--- config.mk ---
export PLATFORM = sky130hd
export DESIGN_NAME = id_remap_ports
export DESIGN_NICKNAME = d
export VERILOG_FILES = /design/src/common/axi_remap_pkg.sv /design/src/design/id_remap/id_remap.sv /design/src/design/id_remap/id_remap_table.sv /design/src/design/id_remap_ports.sv
export SDC_FILE = /design/constraint.sdc
export NUM_CORES = 1
export LEC_CHECK = 0
export BUFFER_PORTS_ARGS = -buffer_cell sky130_fd_sc_hd__buf_2
export CAP_MARGIN = 20
export CORE_AREA = 2 2 117 119
export CTS_CLUSTER_DIAMETER = 40
export CTS_CLUSTER_SIZE = 10
export DETAILED_ROUTE_END_ITERATION = 10
export DIE_AREA = 0 0 119 121
export PLACE_DENSITY = 0.71
export RECOVER_POWER = 25
export SETUP_SLACK_MARGIN = 0.05
export SLEW_MARGIN = 10
export SYNTH_ARGS = -nofsm -noshare
export SYNTH_HDL_FRONTEND = slang
export SYNTH_SLANG_ARGS = --single-unit
--- constraint.sdc ---
create_clock -name clk_i -period 9.4 [get_ports clk_i]
set_input_delay 1.88 -clock clk_i [delete_from_list [all_inputs] [get_ports clk_i]]
set_output_delay 1.88 -clock clk_i [all_outputs]
set_load 0.02 [all_outputs]
--- src/common/axi_remap_pkg.sv ---
package axi_remap_pkg;

  // ID widths on the manager and subordinate sides
  localparam int unsigned ID_IN_W = 6;
  localparam int unsigned ID_OUT_W = 2;

  // one table slot per narrow ID value
  localparam int unsigned TABLE_SIZE = 2 ** ID_OUT_W;
  localparam int unsigned MAX_TXNS = 3;
  localparam int unsigned CNT_W = 2;

  localparam int unsigned ADDR_W = 16;
  localparam int unsigned DATA_W = 32;
  localparam int unsigned LEN_W = 8;

  typedef logic [ID_IN_W-1:0] id_in_t;
  typedef logic [ID_OUT_W-1:0] id_out_t;
  typedef logic [1:0] resp_t;

  // address beats as seen by the manager
  typedef struct packed {
    id_in_t            id;
    logic [ADDR_W-1:0] addr;
    logic [LEN_W-1:0]  len;
  } aw_in_t;

  typedef struct packed {
    id_in_t            id;
    logic [ADDR_W-1:0] addr;
    logic [LEN_W-1:0]  len;
  } ar_in_t;

  // address beats as seen by the subordinate
  typedef struct packed {
    id_out_t           id;
    logic [ADDR_W-1:0] addr;
    logic [LEN_W-1:0]  len;
  } aw_out_t;

  typedef struct packed {
    id_out_t           id;
    logic [ADDR_W-1:0] addr;
    logic [LEN_W-1:0]  len;
  } ar_out_t;

  // write data carries no ID, so one type serves both sides
  typedef struct packed {
    logic [DATA_W-1:0]   data;
    logic [DATA_W/8-1:0] strb;
    logic                last;
  } w_chan_t;

  typedef struct packed {
    id_in_t id;
    resp_t  resp;
  } b_in_t;

  typedef struct packed {
    id_out_t id;
    resp_t   resp;
  } b_out_t;

  typedef struct packed {
    id_in_t            id;
    logic [DATA_W-1:0] data;
    resp_t             resp;
    logic              last;
  } r_in_t;

  typedef struct packed {
    id_out_t           id;
    logic [DATA_W-1:0] data;
    resp_t             resp;
    logic              last;
  } r_out_t;

endpackage

--- src/design/id_remap/id_remap.sv ---
`timescale 1ns/1ps

module id_remap (
  input  logic                    clk_i,
  input  logic                    rst_n_i,

  // manager side
  input  axi_remap_pkg::aw_in_t   in_aw_i,
  input  logic                    in_aw_valid_i,
  output logic                    in_aw_ready_o,
  input  axi_remap_pkg::w_chan_t  in_w_i,
  input  logic                    in_w_valid_i,
  output logic                    in_w_ready_o,
  output axi_remap_pkg::b_in_t    in_b_o,
  output logic                    in_b_valid_o,
  input  logic                    in_b_ready_i,
  input  axi_remap_pkg::ar_in_t   in_ar_i,
  input  logic                    in_ar_valid_i,
  output logic                    in_ar_ready_o,
  output axi_remap_pkg::r_in_t    in_r_o,
  output logic                    in_r_valid_o,
  input  logic                    in_r_ready_i,

  // subordinate side
  output axi_remap_pkg::aw_out_t  out_aw_o,
  output logic                    out_aw_valid_o,
  input  logic                    out_aw_ready_i,
  output axi_remap_pkg::w_chan_t  out_w_o,
  output logic                    out_w_valid_o,
  input  logic                    out_w_ready_i,
  input  axi_remap_pkg::b_out_t   out_b_i,
  input  logic                    out_b_valid_i,
  output logic                    out_b_ready_o,
  output axi_remap_pkg::ar_out_t  out_ar_o,
  output logic                    out_ar_valid_o,
  input  logic                    out_ar_ready_i,
  input  axi_remap_pkg::r_out_t   out_r_i,
  input  logic                    out_r_valid_i,
  output logic                    out_r_ready_o
);

  logic                   wr_grant;
  axi_remap_pkg::id_out_t wr_grant_id;
  axi_remap_pkg::id_in_t  wr_orig_id;
  logic                   wr_push;
  logic                   wr_pop;

  logic                   rd_grant;
  axi_remap_pkg::id_out_t rd_grant_id;
  axi_remap_pkg::id_in_t  rd_orig_id;
  logic                   rd_push;
  logic                   rd_pop;

  // write address, held back in both directions while the table cannot grant
  assign out_aw_o.id = wr_grant_id;
  assign out_aw_o.addr = in_aw_i.addr;
  assign out_aw_o.len = in_aw_i.len;
  assign out_aw_valid_o = in_aw_valid_i & wr_grant;
  assign in_aw_ready_o = out_aw_ready_i & wr_grant;
  assign wr_push = in_aw_valid_i & in_aw_ready_o;

  // write data has no ID and goes straight through
  assign out_w_o = in_w_i;
  assign out_w_valid_o = in_w_valid_i;
  assign in_w_ready_o = out_w_ready_i;

  // every B completes one write transaction
  assign in_b_o.id = wr_orig_id;
  assign in_b_o.resp = out_b_i.resp;
  assign in_b_valid_o = out_b_valid_i;
  assign out_b_ready_o = in_b_ready_i;
  assign wr_pop = out_b_valid_i & in_b_ready_i;

  assign out_ar_o.id = rd_grant_id;
  assign out_ar_o.addr = in_ar_i.addr;
  assign out_ar_o.len = in_ar_i.len;
  assign out_ar_valid_o = in_ar_valid_i & rd_grant;
  assign in_ar_ready_o = out_ar_ready_i & rd_grant;
  assign rd_push = in_ar_valid_i & in_ar_ready_o;

  // a read burst only completes on its last beat
  assign in_r_o.id = rd_orig_id;
  assign in_r_o.data = out_r_i.data;
  assign in_r_o.resp = out_r_i.resp;
  assign in_r_o.last = out_r_i.last;
  assign in_r_valid_o = out_r_valid_i;
  assign out_r_ready_o = in_r_ready_i;
  assign rd_pop = out_r_valid_i & in_r_ready_i & out_r_i.last;

  id_remap_table i_wr_table (
    .clk_i      (clk_i),
    .rst_n_i    (rst_n_i),
    .req_id_i   (in_aw_i.id),
    .grant_o    (wr_grant),
    .grant_id_o (wr_grant_id),
    .push_i     (wr_push),
    .rsp_id_i   (out_b_i.id),
    .orig_id_o  (wr_orig_id),
    .pop_i      (wr_pop)
  );

  id_remap_table i_rd_table (
    .clk_i      (clk_i),
    .rst_n_i    (rst_n_i),
    .req_id_i   (in_ar_i.id),
    .grant_o    (rd_grant),
    .grant_id_o (rd_grant_id),
    .push_i     (rd_push),
    .rsp_id_i   (out_r_i.id),
    .orig_id_o  (rd_orig_id),
    .pop_i      (rd_pop)
  );

endmodule

--- src/design/id_remap/id_remap_table.sv ---
`timescale 1ns/1ps

module id_remap_table (
  input  logic                    clk_i,
  input  logic                    rst_n_i,

  // request side, driven by the address channel
  input  axi_remap_pkg::id_in_t   req_id_i,
  output logic                    grant_o,
  output axi_remap_pkg::id_out_t  grant_id_o,
  input  logic                    push_i,

  // response side, driven by the B or R channel
  input  axi_remap_pkg::id_out_t  rsp_id_i,
  output axi_remap_pkg::id_in_t   orig_id_o,
  input  logic                    pop_i
);

  // wide ID held by each slot, only meaningful while its counter is nonzero
  axi_remap_pkg::id_in_t slot_id_q [axi_remap_pkg::TABLE_SIZE];

  // outstanding transactions per slot, zero means the slot is free
  logic [axi_remap_pkg::CNT_W-1:0] slot_cnt_q [axi_remap_pkg::TABLE_SIZE];

  logic                   match_found;
  axi_remap_pkg::id_out_t match_idx;
  logic                   free_found;
  axi_remap_pkg::id_out_t free_idx;

  // search for a slot already holding the requested ID and for the lowest free slot
  always_comb begin
    match_found = 1'b0;
    match_idx = '0;
    free_found = 1'b0;
    free_idx = '0;
    for (int i = 0; i < axi_remap_pkg::TABLE_SIZE; i++) begin
      if (slot_cnt_q[i] != '0 && slot_id_q[i] == req_id_i && !match_found) begin
        match_found = 1'b1;
        match_idx = axi_remap_pkg::id_out_t'(i);
      end
      if (slot_cnt_q[i] == '0 && !free_found) begin
        free_found = 1'b1;
        free_idx = axi_remap_pkg::id_out_t'(i);
      end
    end
  end

  // an ID already in flight must keep its slot to preserve ordering, even if others are free
  always_comb begin
    if (match_found) begin
      grant_id_o = match_idx;
      grant_o = slot_cnt_q[match_idx] < axi_remap_pkg::CNT_W'(axi_remap_pkg::MAX_TXNS);
    end else begin
      grant_id_o = free_idx;
      grant_o = free_found;
    end
  end

  assign orig_id_o = slot_id_q[rsp_id_i];

  // a new owner writes its wide ID, a reused slot rewrites the same value
  always_ff @(posedge clk_i) begin
    if (push_i) begin
      slot_id_q[grant_id_o] <= req_id_i;
    end
  end

  always_ff @(posedge clk_i) begin
    if (!rst_n_i) begin
      for (int i = 0; i < axi_remap_pkg::TABLE_SIZE; i++) begin
        slot_cnt_q[i] <= '0;
      end
    end else begin
      for (int i = 0; i < axi_remap_pkg::TABLE_SIZE; i++) begin
        // push and pop on the same slot cancel out
        if (push_i && grant_id_o == axi_remap_pkg::id_out_t'(i) &&
            !(pop_i && rsp_id_i == axi_remap_pkg::id_out_t'(i))) begin
          slot_cnt_q[i] <= slot_cnt_q[i] + 1'b1;
        end else if (pop_i && rsp_id_i == axi_remap_pkg::id_out_t'(i) &&
                     !(push_i && grant_id_o == axi_remap_pkg::id_out_t'(i))) begin
          slot_cnt_q[i] <= slot_cnt_q[i] - 1'b1;
        end
      end
    end
  end

endmodule

--- src/design/id_remap_ports.sv ---
`timescale 1ns/1ps

// flat port wrapper around the struct-based remapper core
module id_remap_ports (
  input  logic                                clk_i,
  input  logic                                rst_n_i,

  input  axi_remap_pkg::id_in_t               in_aw_id_i,
  input  logic [axi_remap_pkg::ADDR_W-1:0]    in_aw_addr_i,
  input  logic [axi_remap_pkg::LEN_W-1:0]     in_aw_len_i,
  input  logic                                in_aw_valid_i,
  output logic                                in_aw_ready_o,
  input  logic [axi_remap_pkg::DATA_W-1:0]    in_w_data_i,
  input  logic [axi_remap_pkg::DATA_W/8-1:0]  in_w_strb_i,
  input  logic                                in_w_last_i,
  input  logic                                in_w_valid_i,
  output logic                                in_w_ready_o,
  output axi_remap_pkg::id_in_t               in_b_id_o,
  output axi_remap_pkg::resp_t                in_b_resp_o,
  output logic                                in_b_valid_o,
  input  logic                                in_b_ready_i,
  input  axi_remap_pkg::id_in_t               in_ar_id_i,
  input  logic [axi_remap_pkg::ADDR_W-1:0]    in_ar_addr_i,
  input  logic [axi_remap_pkg::LEN_W-1:0]     in_ar_len_i,
  input  logic                                in_ar_valid_i,
  output logic                                in_ar_ready_o,
  output axi_remap_pkg::id_in_t               in_r_id_o,
  output logic [axi_remap_pkg::DATA_W-1:0]    in_r_data_o,
  output axi_remap_pkg::resp_t                in_r_resp_o,
  output logic                                in_r_last_o,
  output logic                                in_r_valid_o,
  input  logic                                in_r_ready_i,

  output axi_remap_pkg::id_out_t              out_aw_id_o,
  output logic [axi_remap_pkg::ADDR_W-1:0]    out_aw_addr_o,
  output logic [axi_remap_pkg::LEN_W-1:0]     out_aw_len_o,
  output logic                                out_aw_valid_o,
  input  logic                                out_aw_ready_i,
  output logic [axi_remap_pkg::DATA_W-1:0]    out_w_data_o,
  output logic [axi_remap_pkg::DATA_W/8-1:0]  out_w_strb_o,
  output logic                                out_w_last_o,
  output logic                                out_w_valid_o,
  input  logic                                out_w_ready_i,
  input  axi_remap_pkg::id_out_t              out_b_id_i,
  input  axi_remap_pkg::resp_t                out_b_resp_i,
  input  logic                                out_b_valid_i,
  output logic                                out_b_ready_o,
  output axi_remap_pkg::id_out_t              out_ar_id_o,
  output logic [axi_remap_pkg::ADDR_W-1:0]    out_ar_addr_o,
  output logic [axi_remap_pkg::LEN_W-1:0]     out_ar_len_o,
  output logic                                out_ar_valid_o,
  input  logic                                out_ar_ready_i,
  input  axi_remap_pkg::id_out_t              out_r_id_i,
  input  logic [axi_remap_pkg::DATA_W-1:0]    out_r_data_i,
  input  axi_remap_pkg::resp_t                out_r_resp_i,
  input  logic                                out_r_last_i,
  input  logic                                out_r_valid_i,
  output logic                                out_r_ready_o
);

  axi_remap_pkg::aw_in_t   in_aw;
  axi_remap_pkg::w_chan_t  in_w;
  axi_remap_pkg::b_in_t    in_b;
  axi_remap_pkg::ar_in_t   in_ar;
  axi_remap_pkg::r_in_t    in_r;

  axi_remap_pkg::aw_out_t  out_aw;
  axi_remap_pkg::w_chan_t  out_w;
  axi_remap_pkg::b_out_t   out_b;
  axi_remap_pkg::ar_out_t  out_ar;
  axi_remap_pkg::r_out_t   out_r;

  // manager side
  assign in_aw.id = in_aw_id_i;
  assign in_aw.addr = in_aw_addr_i;
  assign in_aw.len = in_aw_len_i;
  assign in_w.data = in_w_data_i;
  assign in_w.strb = in_w_strb_i;
  assign in_w.last = in_w_last_i;
  assign in_b_id_o = in_b.id;
  assign in_b_resp_o = in_b.resp;
  assign in_ar.id = in_ar_id_i;
  assign in_ar.addr = in_ar_addr_i;
  assign in_ar.len = in_ar_len_i;
  assign in_r_id_o = in_r.id;
  assign in_r_data_o = in_r.data;
  assign in_r_resp_o = in_r.resp;
  assign in_r_last_o = in_r.last;

  // subordinate side
  assign out_aw_id_o = out_aw.id;
  assign out_aw_addr_o = out_aw.addr;
  assign out_aw_len_o = out_aw.len;
  assign out_w_data_o = out_w.data;
  assign out_w_strb_o = out_w.strb;
  assign out_w_last_o = out_w.last;
  assign out_b.id = out_b_id_i;
  assign out_b.resp = out_b_resp_i;
  assign out_ar_id_o = out_ar.id;
  assign out_ar_addr_o = out_ar.addr;
  assign out_ar_len_o = out_ar.len;
  assign out_r.id = out_r_id_i;
  assign out_r.data = out_r_data_i;
  assign out_r.resp = out_r_resp_i;
  assign out_r.last = out_r_last_i;

  // valid and ready stay flat and connect to the core directly
  id_remap i_remap (
    .clk_i          (clk_i),
    .rst_n_i        (rst_n_i),
    .in_aw_i        (in_aw),
    .in_aw_valid_i  (in_aw_valid_i),
    .in_aw_ready_o  (in_aw_ready_o),
    .in_w_i         (in_w),
    .in_w_valid_i   (in_w_valid_i),
    .in_w_ready_o   (in_w_ready_o),
    .in_b_o         (in_b),
    .in_b_valid_o   (in_b_valid_o),
    .in_b_ready_i   (in_b_ready_i),
    .in_ar_i        (in_ar),
    .in_ar_valid_i  (in_ar_valid_i),
    .in_ar_ready_o  (in_ar_ready_o),
    .in_r_o         (in_r),
    .in_r_valid_o   (in_r_valid_o),
    .in_r_ready_i   (in_r_ready_i),
    .out_aw_o       (out_aw),
    .out_aw_valid_o (out_aw_valid_o),
    .out_aw_ready_i (out_aw_ready_i),
    .out_w_o        (out_w),
    .out_w_valid_o  (out_w_valid_o),
    .out_w_ready_i  (out_w_ready_i),
    .out_b_i        (out_b),
    .out_b_valid_i  (out_b_valid_i),
    .out_b_ready_o  (out_b_ready_o),
    .out_ar_o       (out_ar),
    .out_ar_valid_o (out_ar_valid_o),
    .out_ar_ready_i (out_ar_ready_i),
    .out_r_i        (out_r),
    .out_r_valid_i  (out_r_valid_i),
    .out_r_ready_o  (out_r_ready_o)
  );

endmodule

==> reports/qor.yml, run 1 <==
job:
  maxCapViolCount: 0
yosys:
  ys_ff_latch: 64
  syn-num-nets: 618
  syn_avg_cell_area_um2: 10.5
  synth_commonest_cells: "128 x buf_4, 64 x edfxtp_1, 34 x xor2_1"
  ys.flop_type: "edfxtp_1"
  async_reset_ff_frac: 0
  synthCells: 466
  yosysUniqueCellTypes: 51
  synth_top_area_cell: "edfxtp_1"
  synth-warning-count: 0
  yosysSeqAreaShare: 0.392
  synth_most_common_cell: "buf_4"
  ys_top_cells_by_area: "edfxtp_1 39%, buf_4 20%, xor2_1 6.1%, mux4_2 5.5%, xnor2_1 3.4%"
  synth_edf_count: 64
  synth_top_area_share: 0.392
  syn_area_um2: 4900
finish:
  syn_to_final_growth_pct: -4.11
  stdcell_count: 577
  nNetsFinal: 548
  stdcell_area_um2: 4700
  drive_gt1_frac: 0.217
  final_util: 0.359
  n_antenna_cell: 0
  n_fill_cell: 1285
sta:
  post-route-period-util: 0.662
  rsz0062_at_grt: "false"
  tns_ns: 0
  skew_ns: 0.00499
  max_freq_ghz: 0.161
  finalHoldViolCount: 0
  relSlewSlack: 0.367
  worst_slew_pin_slew_ns: 0.944
  finalSetupViolations: 0
  min_period_ns: 6.22
  finalMaxSlewViolations: 0
global_routing:
  grt_usage: 0.173
  antenna_found_initial: 0
  grt_pass1_vias: 3251
  grt_max_degree: 25
  grt_pass1_wl_um: 18700
  overflow: 0
die:
  row_count: 42
  fp.dieH_um: 121
  die_w_um: 119
  initial_core_util: 0.375
  dieArea_um2: 14400
  ios: 298
  core-area_um2: 13100
detailed_routing:
  vias: 3137
  wl_um: 12400
  wire_per_inst_um: 21.5
  final_antenna_net_count: 0
  initialDrtViolationCount: 251
  via_per_inst: 5.44
  first_pass_iters: 5
  drc: 0
critical_path:
  critical_path.max_fanout: 8
  rr_worst_depth: 7
  critPathLaunchType: "input pin"
  path_class: "in2out"
  crit_slowest_cell: "a311oi_1"
  cp-end-kind: "primary output"
  max_stage_delay_ns: 0.58
  worstPathArrival_ns: 4.34
  path_buf_inv: 2
  crit_required_ns: 7.52
  cp_num_cells: 9
  cp_top_family: "simple AND/OR/NAND/NOR gates"
  path_cells: "clkbuf_1 -> xor2_1 -> or4_1 -> nor2_1 -> a2111oi_0 -> a311oi_1 -> nand2_1 -> o311a_1 -> buf_2"
cts:
  hold_buffers: 0
  clk_latency_ns: 0.33
  cts-root-buf: "clkbuf_16"
  clock_sinks: 64
  postCtsResizedCells: 0
  cts_setup_buffers: 0
  clk_path_buf_depth: 2
  htreeDepth: 3
  clkTransAtPathRegs_ns: 0.06
  cts_buffers: 9
  cts_tree: "built"
placed_design:
  dpl.hpwl_um: 9740
  io_buffers: 51
  place_congestion: 0.967
  dpl_cell_area_um2: 4420
  dp_cells: 561
pwr:
  p_per_area_nw_per_um2: 166
  p_leak_nw: 1.66
  max-vdd-ir-drop_v: 0.000135
hold_path:
  hold_depth: 1
  hold_class: "reg2reg"
status:
  status: "finished clean"
cells by family (layout without fill, tap and decap cells):
| logic type | Yosys count | in the layout | synth area share |
|---|---|---|---|
| AO/OA/AOI/OAI | 40 | 40 | 0.0620 |
| XOR/XNOR | 53 | 53 | 0.0946 |
| adder cells (fa/ha/maj) | 2 | 2 | 0.00510 |
| buffers and inverters | 146 | 81 | 0.210 |
| flip-flops | 64 | 64 | 0.392 |
| multiplexers | 29 | 29 | 0.0908 |
| AND/OR/NAND/NOR | 132 | 132 | 0.146 |
final cells by class:
type	count	area [µm²]	share of cell area
clock inverter	6	70.1	0.0149
timing repair buffer	55	270	0.0575
multi-input combinational	256	1950	0.416
tap	176	220	0.0468
sequential	64	1920	0.409
clock buffer	10	229	0.0487
inverter	10	37.5	0.00798
cell usage in the layout, fill, tap and decap left out, types with 4 or more instances in the layout:
cell        n
a21oi_1     6
nand4_1     8
nor3_1      7
nand2_1    25
buf_2      39
buf_4       4
and2_1      5
nand3_1    13
and4_1      4
mux2_2      4
xnor2_1    19
edfxtp_1   64
nor2_1     30
mux2i_1    13
o21ai_0     8
clkbuf_16   9
a211oi_1    4
clkbuf_1   13
xor2_1     34
or3_1      11
and3_1      5
nor4_1      8
mux4_2     12
inv_1      10
power by group:
part	total (mW)	internal, mW	switching (mW)
Combinational	0.113	0.0422	0.0710
Clock	0.329	0.206	0.123
Sequential	0.337	0.328	0.00880
worst reg2reg max path: stages, from the launching register on:
cell	delay (ns)
edfxtp_1	0.42
xor2_1	0.16
or4_1	0.53
nor2_1	0.29
nor4_1	0.10
o31a_1	0.32
a211oi_2	0.83
mux2_2	0.44
path summary, 6_finish.rpt:
path / startpoint / end / slack, ns
min reg2reg: i_remap.i_wr_table.slot_cnt_q[0][0]$_SDFFCE_PN0P_ / i_remap.i_wr_table.slot_cnt_q[0][0]$_SDFFCE_PN0P_ / 0.65
max reg2reg: i_remap.i_rd_table.slot_id_q[2][0]$_DFFE_PP_ / i_remap.i_rd_table.slot_cnt_q[1][1]$_SDFFCE_PN0P_ / 6.07
max: in_ar_id_i[4] / out_ar_valid_o / 3.18
min: i_remap.i_wr_table.slot_cnt_q[0][0]$_SDFFCE_PN0P_ / i_remap.i_wr_table.slot_cnt_q[0][0]$_SDFFCE_PN0P_ / 0.65
registers in the layout (all words and copies together) (netlist names):
| signal | count |
|---|---|
| i_remap.i_rd_table.slot_cnt_q | 8 |
| i_remap.i_rd_table.slot_id_q | 24 |
| i_remap.i_wr_table.slot_cnt_q | 8 |
| i_remap.i_wr_table.slot_id_q | 24 |
per-layer routing:
metal,global-route usage,part of all wire
met5,0.0294,0.0045
met4,0.0863,0.036
met3,0.108,0.13
met2,0.268,0.46
met1,0.182,0.36
per-stage QoR:
step / setup slack (ns) / hold slack, ns / total power [mW]
6_report: 3.18 / 0.650 / 0.779
5_1_grt: 2.91 / 0.671 / 0.807
4_1_cts: 3.34 / 0.653 / 0.786
3_5_place_dp: 3.37 / 0.645 / 0.456
3_3_place_gp: 3.42 / 0.628 / 0.453
2_1_floorplan: 3.85 / 0.606 / 0.493
(Power assumes the default switching activity.)
==> inputs of run 2 (changes only) <==
- ABC_AREA: not set -> 1
- CORE_AREA: 2 2 117 119 -> 2 2 116 118
- DIE_AREA: 0 0 119 121 -> 0 0 118 120
- PLACE_DENSITY: 0.71 -> 0.77
- clock period: 9.4 -> 5.27 ns (I/O delays scaled with it)
==> run 2 against run 1 <==
Die area shrank 1.7%. Cell count is 33% higher. Clock power rose by 79%. Worst hold slack got worse by 0.067 ns. Flip-flop and latch count unchanged. Final area increased by 5.3%. Wire length grew 0.66%. Sequential share of layout area down 2.0 points. Global-route usage decreased by 0.085 points. Critical endpoint is now in_aw_ready_o. Largest cell class is now sequential cells. Setup slack worse by 1.7 ns.
==> reports/qor.yml, run 2 <==
status:
  status: "finished clean"
yosys:
  synth_edf_count: 64  # unchanged
  ys.flop_type: "edfxtp_1"
  syn-num-nets: 806  # +30%
  synth-warning-count: 0  # unchanged
  synth_top_area_share: 0.372  # -0.0199
  synth_top_area_cell: "edfxtp_1"
  syn_avg_cell_area_um2: 7.90  # -25%
  async_reset_ff_frac: 0  # unchanged
  synth_commonest_cells: "148 x nand2_1, 128 x buf_4, 93 x inv_1"
  yosysSeqAreaShare: 0.372  # -0.0199
  ys_ff_latch: 64  # unchanged
  synthCells: 654  # +40%
  synth_most_common_cell: "nand2_1"
  syn_area_um2: 5170  # +5.4%
  yosysUniqueCellTypes: 39  # -24%
  ys_top_cells_by_area: "edfxtp_1 37%, buf_4 19%, nand2_1 11%, inv_1 6.8%, nor2_1 3.8%"
hold_path:
  hold_depth: 1  # unchanged
  hold_class: "reg2reg"
cts:
  hold_buffers: 0  # unchanged
  cts-root-buf: "clkbuf_16"
  cts_setup_buffers: 0  # unchanged
  cts_buffers: 9  # unchanged
  cts_tree: "built"
  clk_path_buf_depth: 2  # unchanged
  clkTransAtPathRegs_ns: 0.05  # about the same
  htreeDepth: 3  # unchanged
  clock_sinks: 64  # unchanged
  postCtsResizedCells: 0  # unchanged
  clk_latency_ns: 0.34  # about the same
pwr:
  max-vdd-ir-drop_v: 0.000158  # +17%
  power_frac_seq: 0.421  # -0.011
  p_int_mw: 1.02  # +77%
  p_per_area_nw_per_um2: 286  # +73%
  p_comb_frac: 0.162  # +0.017
  power_frac_clock: 0.416  # -0.006
  netSwitchingPower_mw: 0.399  # +97%
  switching_share: 0.281  # +0.0208
  p_leak_nw: 2.29  # +38%
critical_path:
  critical_path.max_fanout: 10  # +2
  crit_required_ns: 4.22  # -3.30 ns
  path_class: "in2out"
  crit_slowest_cell: "clkbuf_1"
  cp-end-kind: "primary output"
  worstPathArrival_ns: 2.78  # -1.56 ns
  max_stage_delay_ns: 0.38  # -0.20 ns
  critPathLaunchType: "input pin"
  path_cells: "clkbuf_1 -> nand2_1 -> o21ai_0 -> nor2_1 -> nand2_1 -> nor2_2 -> a21oi_2 -> nor2_1 -> nor2_1 -> nand2_1 -> nand2_2 -> nand2_2 -> nor2_4 -> buf_2"
  rr_worst_depth: 15  # +8
job:
  maxCapViolCount: 0  # unchanged
global_routing:
  grt_pass1_vias: 3476  # +6.9%
  overflow: 0  # unchanged
  grt_usage: 0.172  # -0.000849
  antenna_found_initial: 0  # unchanged
  grt_max_degree: 22  # -12%
  grt_pass1_wl_um: 18800  # +0.52%
sta:
  finalHoldViolCount: 0  # unchanged
  post-route-period-util: 0.728
  rsz0062_at_grt: "false"
  relSlewSlack: 0.417  # +0.0501
  skew_ns: 0.0103  # +0.00531 ns
  finalMaxSlewViolations: 0  # unchanged
  tns_ns: 0  # unchanged
  min_period_ns: 3.84
  finalSetupViolations: 0  # unchanged
  max_freq_ghz: 0.261
  worst_slew_pin_slew_ns: 0.870  # -0.0741 ns
finish:
  drive_gt1_frac: 0.178  # -0.0390
  layout_commonest_cell: "nand2_1"
  n_antenna_cell: 0  # unchanged
  mostFrequentLayoutCells: "148 x nand2_1, 93 x inv_1, 64 x edfxtp_1, 52 x nor2_1, 39 x buf_2"
  stdcell_count: 766  # +33%
  nNetsFinal: 737  # +34%
  top_regs: "i_remap.i_rd_table.slot_id_q: 24 flops, i_remap.i_wr_table.slot_id_q: 24 flops"
  n_fill_cell: 1326  # +3.2%
  syn_to_final_growth_pct: -4.19  # about the same
die:
  dieArea_um2: 14200  # -1.7%
  die_w_um: 118  # -0.84%
  ios: 298  # unchanged
  row_count: 42  # unchanged
  fp.dieH_um: 120  # -0.83%
  core-area_um2: 13000  # -0.80%
  initial_core_util: 0.398  # +0.0233
detailed_routing:
  drc: 0  # unchanged
  final_antenna_net_count: 0  # unchanged
  wire_per_inst_um: 16.3  # -24%
  wl_um: 12500  # +0.66%
  vias: 3847  # +23%
  first_pass_iters: 7  # +2
  initialDrtViolationCount: 332  # +32%
  via_per_inst: 5.02  # -7.6%
placed_design:
  dpl.hpwl_um: 9750  # +0.13%
  io_buffers: 51  # unchanged
  place_congestion: 0.928  # -4.0%
  dp_cells: 750  # +34%
run 2: area by class of cell:
class                      instances  area (µm²)  share of cell area
clock inverter                     7        72.6              0.0147
multi-input combinational        352        1870               0.378
timing repair buffer              51         240              0.0485
sequential                        64        1920               0.388
inverter                         107         402              0.0811
clock buffer                       9         225              0.0455
tap                              176         220              0.0445
run 2: path summary, 6_finish.rpt:
path | start | to | slack, ns
max | in_aw_id_i[4] | in_aw_ready_o | 1.43
min | i_remap.i_rd_table.slot_cnt_q[2][0]$_SDFFCE_PN0P_ | i_remap.i_rd_table.slot_cnt_q[2][0]$_SDFFCE_PN0P_ | 0.58
max reg2reg | i_remap.i_wr_table.slot_cnt_q[3][0]$_DFFE_PP_ | i_remap.i_wr_table.slot_cnt_q[3][0]$_DFFE_PP_ | 2.36
min reg2reg | i_remap.i_rd_table.slot_cnt_q[2][0]$_SDFFCE_PN0P_ | i_remap.i_rd_table.slot_cnt_q[2][0]$_SDFFCE_PN0P_ | 0.58
run 2: power by group through the flow:
stage / logic, mW / clock network, mW / registers (mW)
4_1_cts: 0.230 / 0.597 / 0.597
2_1_floorplan: 0.294 / 0 / 0.604
3_5_place_dp: 0.228 / 0 / 0.608
5_1_grt: 0.254 / 0.622 / 0.600
6_report: 0.230 / 0.590 / 0.597
3_3_place_gp: 0.226 / 0 / 0.607
run 2: logic make-up (layout without fill, tap and decap cells):
kind of cell | Yosys count | after routing | synth area share
simple gates | 279 | 279 | 0.254
compound gates | 53 | 53 | 0.0724
xor+xnor | 18 | 18 | 0.0305
buf+inv | 238 | 174 | 0.266
fa+ha+maj | 2 | 2 | 0.00484
flops | 64 | 64 | 0.372
run 2: metrics by stage:
stage / cell area [µm²] / hold slack (ns) / setup WS, ns / utilization / power, mW
2_1_floorplan: 5170 / 0.549 / 1.90 / - / 0.899
3_3_place_gp: 4670 / 0.573 / 1.64 / 0.360 / 0.832
3_5_place_dp: 4670 / 0.571 / 1.61 / 0.360 / 0.836
4_1_cts: 4970 / 0.580 / 1.61 / 0.383 / 1.42
5_1_grt: 4950 / 0.589 / 1.21 / 0.381 / 1.48
6_report: 4950 / 0.583 / 1.43 / 0.381 / 1.42
run 2: per-layer routing:
metal | global-route usage | wire, µm
met1 | 0.196 | 4740
met5 | 0 | 0
met3 | 0.0884 | 1630
met2 | 0.268 | 5750
met4 | 0.0798 | 367
run 2: worst max-delay path: cells and delay by family:
family / cells / cell delay (ns)
simple gates: 10 / 0.88
compound gates: 2 / 0.29
buf+inv: 2 / 0.56
